### config.mk
export PLATFORM = sky130hd
export DESIGN_NAME = secv_mem
export DESIGN_NICKNAME = d
export VERILOG_FILES = /design/src/design/secv_pkg.sv /design/src/design/secv_mem.sv
export SDC_FILE = /design/constraint.sdc
export NUM_CORES = 1
export LEC_CHECK = 0
export ABC_AREA = 0
export BUFFER_PORTS_ARGS = -buffer_cell sky130_fd_sc_hd__clkbuf_2
export CAP_MARGIN = 25
export CORE_AREA = 2 2 134 136
export DETAILED_ROUTE_END_ITERATION = 8
export DIE_AREA = 0 0 136 138
export PLACE_DENSITY = 0.45
export SLEW_MARGIN = 20
export SYNTH_ARGS = -nofsm -noshare
export SYNTH_HDL_FRONTEND = slang
export SYNTH_SLANG_ARGS = --single-unit
### constraint.sdc
create_clock -name vclk -period 1.17
set_input_delay 0 -clock vclk [all_inputs]
set_output_delay 0 -clock vclk [all_outputs]
set_load 0.01 [all_outputs]
### src/design/secv_pkg.sv
// Shared sizes and types for the memory unit; bus address is a word index, no byte offsets
package secv_pkg;

    // Data path and bus sizes
    localparam int XLEN      = 64;
    localparam int ADR_WIDTH = 8;
    localparam int SEL_WIDTH = XLEN / 8;

    // Any address with all of these bits set is refused
    localparam logic [ADR_WIDTH-1:0] ADR_FAULT_MASK = 8'h80;

    // Data memory geometry
    localparam int DMEM_DEPTH     = 128;
    localparam int DMEM_IDX_WIDTH = $clog2(DMEM_DEPTH);

    // Byte-lane selects per access width, always the low lanes
    localparam logic [SEL_WIDTH-1:0] SEL_BYTE   = 8'h01;
    localparam logic [SEL_WIDTH-1:0] SEL_HALF   = 8'h03;
    localparam logic [SEL_WIDTH-1:0] SEL_WORD   = 8'h0f;
    localparam logic [SEL_WIDTH-1:0] SEL_DOUBLE = 8'hff;

    // Memory ops; codes 11 to 15 are left unnamed and decode as invalid
    typedef enum logic [3:0] {
        MEM_OP_LB  = 4'd0,
        MEM_OP_LH  = 4'd1,
        MEM_OP_LW  = 4'd2,
        MEM_OP_LD  = 4'd3,
        MEM_OP_LBU = 4'd4,
        MEM_OP_LHU = 4'd5,
        MEM_OP_LWU = 4'd6,
        MEM_OP_SB  = 4'd7,
        MEM_OP_SH  = 4'd8,
        MEM_OP_SW  = 4'd9,
        MEM_OP_SD  = 4'd10
    } mem_op_t;

    // Error codes returned with rdy
    typedef enum logic [1:0] {
        ERROR_NONE               = 2'd0,
        ERROR_OP_INVALID         = 2'd1,
        ERROR_LOAD_ACCESS_FAULT  = 2'd2,
        ERROR_STORE_ACCESS_FAULT = 2'd3
    } error_t;

    // Request into a function unit
    typedef struct packed {
        logic            ena;
        mem_op_t         op;
        logic [XLEN-1:0] src1;
        logic [XLEN-1:0] src2;
    } funit_in_t;

    // Response from a function unit
    typedef struct packed {
        logic            rdy;
        error_t          err;
        logic [XLEN-1:0] res;
        logic            res_wb;
    } funit_out_t;

    // Wishbone-style data bus request
    typedef struct packed {
        logic                 cyc;
        logic                 stb;
        logic [SEL_WIDTH-1:0] sel;
        logic [ADR_WIDTH-1:0] adr;
        logic                 we;
        logic [XLEN-1:0]      dat;
    } dmem_req_t;

    // Idle response
    function automatic funit_out_t funit_out_default();
        funit_out_t out;
        out.rdy    = 1'b0;
        out.err    = ERROR_NONE;
        out.res    = '0;
        out.res_wb = 1'b0;
        return out;
    endfunction

    function automatic logic [XLEN-1:0] sext8(input logic [7:0] val);
        return {{(XLEN-8){val[7]}}, val};
    endfunction

    function automatic logic [XLEN-1:0] sext16(input logic [15:0] val);
        return {{(XLEN-16){val[15]}}, val};
    endfunction

    function automatic logic [XLEN-1:0] sext32(input logic [31:0] val);
        return {{(XLEN-32){val[31]}}, val};
    endfunction

endpackage

### src/design/secv_mem.sv
// Combinational memory unit; holds no state, so the requester keeps ena and operands until rdy
`timescale 1ns/1ps

module secv_mem (
    // Function unit side
    input  secv_pkg::funit_in_t           fu_i,
    output secv_pkg::funit_out_t          fu_o,

    // Data bus side
    output secv_pkg::dmem_req_t           dmem_req_o,
    input  logic [secv_pkg::XLEN-1:0]     dmem_dat_i,
    input  logic                          dmem_ack_i
);

    import secv_pkg::*;

    logic [ADR_WIDTH-1:0] adr;
    logic [SEL_WIDTH-1:0] sel;
    logic [XLEN-1:0]      wdat;
    logic [XLEN-1:0]      ldat;
    logic                 load;
    logic                 we;
    logic                 op_ok;
    logic                 fault;
    error_t               err;

    // Word index taken from the low bits of the address operand
    assign adr   = fu_i.src1[ADR_WIDTH-1:0];
    assign fault = (adr & ADR_FAULT_MASK) == ADR_FAULT_MASK;

    // Op decode into lanes, direction and store data
    always_comb begin : op_decode
        load  = 1'b0;
        we    = 1'b0;
        sel   = '0;
        wdat  = '0;
        op_ok = 1'b1;

        case (fu_i.op)
            MEM_OP_LB, MEM_OP_LBU: begin
                sel  = SEL_BYTE;
                load = 1'b1;
            end
            MEM_OP_LH, MEM_OP_LHU: begin
                sel  = SEL_HALF;
                load = 1'b1;
            end
            MEM_OP_LW, MEM_OP_LWU: begin
                sel  = SEL_WORD;
                load = 1'b1;
            end
            MEM_OP_LD: begin
                sel  = SEL_DOUBLE;
                load = 1'b1;
            end
            MEM_OP_SB: begin
                sel        = SEL_BYTE;
                we         = 1'b1;
                wdat[7:0]  = fu_i.src2[7:0];
            end
            MEM_OP_SH: begin
                sel        = SEL_HALF;
                we         = 1'b1;
                wdat[15:0] = fu_i.src2[15:0];
            end
            MEM_OP_SW: begin
                sel        = SEL_WORD;
                we         = 1'b1;
                wdat[31:0] = fu_i.src2[31:0];
            end
            MEM_OP_SD: begin
                sel  = SEL_DOUBLE;
                we   = 1'b1;
                wdat = fu_i.src2;
            end
            default: op_ok = 1'b0;
        endcase
    end

    // Sign or zero extension of the returned word
    always_comb begin : load_shape
        case (fu_i.op)
            MEM_OP_LB:  ldat = sext8(dmem_dat_i[7:0]);
            MEM_OP_LH:  ldat = sext16(dmem_dat_i[15:0]);
            MEM_OP_LW:  ldat = sext32(dmem_dat_i[31:0]);
            MEM_OP_LD:  ldat = dmem_dat_i;
            MEM_OP_LBU: ldat = {{(XLEN-8){1'b0}}, dmem_dat_i[7:0]};
            MEM_OP_LHU: ldat = {{(XLEN-16){1'b0}}, dmem_dat_i[15:0]};
            MEM_OP_LWU: ldat = {{(XLEN-32){1'b0}}, dmem_dat_i[31:0]};
            default:    ldat = '0;
        endcase
    end

    // Fault wins over an invalid op, which then counts as a store
    always_comb begin : err_select
        if (fault) begin
            err = load ? ERROR_LOAD_ACCESS_FAULT : ERROR_STORE_ACCESS_FAULT;
        end else if (!op_ok) begin
            err = ERROR_OP_INVALID;
        end else begin
            err = ERROR_NONE;
        end
    end

    // Bus cycle only for a legal op at a legal address
    always_comb begin : bus_request
        dmem_req_o = '0;
        if (fu_i.ena && err == ERROR_NONE) begin
            dmem_req_o.cyc = 1'b1;
            dmem_req_o.stb = 1'b1;
            dmem_req_o.sel = sel;
            dmem_req_o.adr = adr;
            dmem_req_o.we  = we;
            dmem_req_o.dat = wdat;
        end
    end

    // Response, idle while ena is low
    always_comb begin : fu_response
        fu_o = funit_out_default();
        if (fu_i.ena) begin
            fu_o.rdy    = (err != ERROR_NONE) || dmem_ack_i;
            fu_o.err    = err;
            fu_o.res    = ldat;
            fu_o.res_wb = load && (err == ERROR_NONE);
        end
    end

endmodule

==> summary.md <==
| Metric | Value |
|---|---|
| Minimum clock period | between 1 and 1.5 ns |
| Crit path DAT | ~1.3 ns |
| DRC | 0 |
| Routed vias/inst | ~3.9 |
| Area contributors post-synth | and2_1, a21oi_1, o21ai_0 |
| Horiz. Die Dim | 136 um |
| Min Hold Slack | around 0.28 ns |
| Crit-path max FO | 15 |
| Max frequency | ~800 MHz |
| Final core utilization | 0.2434 |
| Crit-path leading delay family | simple AND/OR/NAND/NOR gates |
| IO Count | 349 |
| Routed met2 length | between 5000 and 6000 um |
| Site Rows | around 50 |
| FF+latch count | 0 |
| Syn avg cell area | approximately 5.8 um^2 |
| Die H | between 100 and 150 um |
| Sw Ratio | 0.4817 |
| Final Hold Fails | 0 |
| Commonest cells after routing, fill and taps aside | clkbuf_2, and2_1, a21oi_1 |
| Input/output buffers | 292 |
| Detail Route Antenna Nets | 0 |
| CP Cell Sequence | buf_4 > or4_4 > buf_8 > a21oi_1 > buf_2 |
| Final Slew Violations | 0 |
| Reg power frac | 0 |
| Cell count after synthesis | about 300 |
| Fin crit share | 1.066 |
| Die area | 18770 um^2 |
| Slowest CP cell | or4_4 |
| Gr usage total | 0.09644 |
| Max_cap viols | 0 |
| Fin nets | 805 |
| Max incr delay on CP | about 0.6 ns |
| Via count | roughly 3300 |
| Distinct cells, synth | 32 |
| Grt total ovfl | 0 |
| N_diodes | 0 |
| Violated checks | setup timing |
| PD cells | 229.8 nW/um^2 |
| Cell Area, Synth | 1779 um^2 |
| Crit. End Element | output port |
| Fillers | ~2000 |
| Pin count of the biggest net entering global routing | 39 |
| Initial Utilization | 0.1015 |
| CP Data Required Time | ~1.2 ns |
| RSZ-0062 raised after global routing | yes |
| Seq/Total Area, Yosys | 0 |
| Reg area | 0 um^2 |
| Switching power | around 0.47 mW |
| Min-delay worst type | input pin to output port |
| Iter 0 DRT Violations | a little over 70 |
| Top cell type's share of synthesized area | 0.3622 |
| Synth area leader | and2_1 |
| Routed wire per std cell | 13.60 um |
| Outcome | finished with violations |
| Vias in the first global route | around 2900 |
| Clock Power Share | 0 |
| P&R area growth vs syn | 139.9% |
| Top layer in use | met4 |
| Leak | 2.204 nW |
| DRT Wirelength | between 10000 and 15000 um |
| Clkbuf count | 0 |
| Final setup fails | 48 |
| Most common cell after layout, fill and taps aside | clkbuf_2 |
| First-pass GRT wire length | ~15000 um |
| Initial antenna violation count | 0 |
| Worst setup margin | -0.07773 ns |
| Placed wire-length estimate | 8586 um |
| Gpl congestion | between 0.8 and 0.9 |
| # hold bufs at CTS | 0 |
| Post-synth net total | around 500 |
| Synth warn | 0 |
| Metal3 WL | just under 700 um |
| Initial DRT Pass Iterations | 4 |
| Internal power | between 0.5 and 0.6 mW |
| Core ar. | 17530 um^2 |
| Critical Setup Path Class | input pin to output port |
| Logic pwr share | 1.000 |
| Wl on met1 | 4788 um |
| Crit path buffers/inverters | 3 |
| Layout cells sized above 1 | 0.6661 |
| Max VDD drop | between 0.00006 and 0.00007 V |
| Critical Path Start Type | input pin |
-- per-layer routing --
metal / up-vias / GRT usage
li1: 1632 / -
met1: 1477 / 0.1184
met2: 143 / 0.1867
met3: 6 / 0.006967
met4: 0 / 0.008772
met5: - / 0
-- power groups by stage --
| stage | Clock (mW) | Combinational (mW) | Sequential [mW] |
|---|---|---|---|
| 2_1_floorplan | 0 | 0.391 | 0 |
| 4_1_cts | 0 | 0.891 | 0 |
| 3_5_place_dp | 0 | 0.866 | 0 |
| 3_3_place_gp | 0 | 0.871 | 0 |
| 6_report | 0 | 0.981 | 0 |
| 5_1_grt | 0 | 1.07 | 0 |
-- cell usage after synthesis --
master and count:
a22o_1 1, and2_1 103, mux2i_1 2, conb_1 1, o21ai_0 33, a21o_1 1, a21oi_1 57, nor2_1 5
o21ba_2 1, nand2_1 1, xnor2_1 2, nor4_1 2, nand3b_1 2, nor4b_1 1, nand4bb_1 1, buf_6 4
or4_4 1, and3b_1 1, nor2b_1 3, nor3_1 1, clkbuf_1 20, o31ai_1 1, nand3_1 24, a21boi_0 2
o21a_1 1, and2_0 3, buf_2 10, a21oi_2 1, o31a_1 1, buf_4 7, nor3b_1 10, nand2b_1 3
-- what timing repair did --
action,4_1_cts,5_1_grt
setup buffers,2,4
setup endpoints to repair,97,132
pin swaps,1,16
gates cloned,0,9
gates resized for setup,16,158
-- through the flow --
| stage | area (um^2) | setup slack (ns) | power (mW) | setup TNS [ns] | cells |
|---|---|---|---|---|---|
| after global placement | 3656 | -0.08346 | 0.8711 | -2.766 | 819 |
| final | 4268 | -0.07773 | 0.9806 | -1.948 | 834 |
| after global routing | 4268 | -0.1166 | 1.070 | -3.918 | 834 |
| after CTS | 3729 | -0.06693 | 0.8911 | -2.097 | 821 |
| after floorplan | 1798 | 0.03125 | 0.3907 | 0 | 306 |
| after detailed placement | 3656 | -0.08071 | 0.8657 | -3.236 | 819 |
-- area by class of cell --
class | count | area (um^2) | area share
repair buffers | 340 | 2181 | 0.5110
well taps | 229 | 286.5 | 0.06714
multi-input cells | 265 | 1800 | 0.4219
-- kinds of logic (layout without fill, tap and decap cells) --
| group | count (synthesis) | in the layout | synth area share |
|---|---|---|---|
| and+or+nand+nor | 161 | 161 | 0.5570 |
| AOI/OAI and AO/OA | 99 | 99 | 0.2947 |
| buffers and inverters | 41 | 340 | 0.1252 |
| xor gates and xnor gates | 2 | 2 | 0.009847 |
| muxes | 2 | 2 | 0.01125 |
| other | 1 | 1 | 0.002108 |
-- worst paths after layout --
path | slack, ns | startpoint | cells past startpoint | to
worst min-delay path | 0.28 | fu_i[51] | 3 | dmem_req_o[51]
worst max-delay path | -0.08 | fu_i[131] | 5 | fu_o[51]
Power figures use the tool's default switching activity.
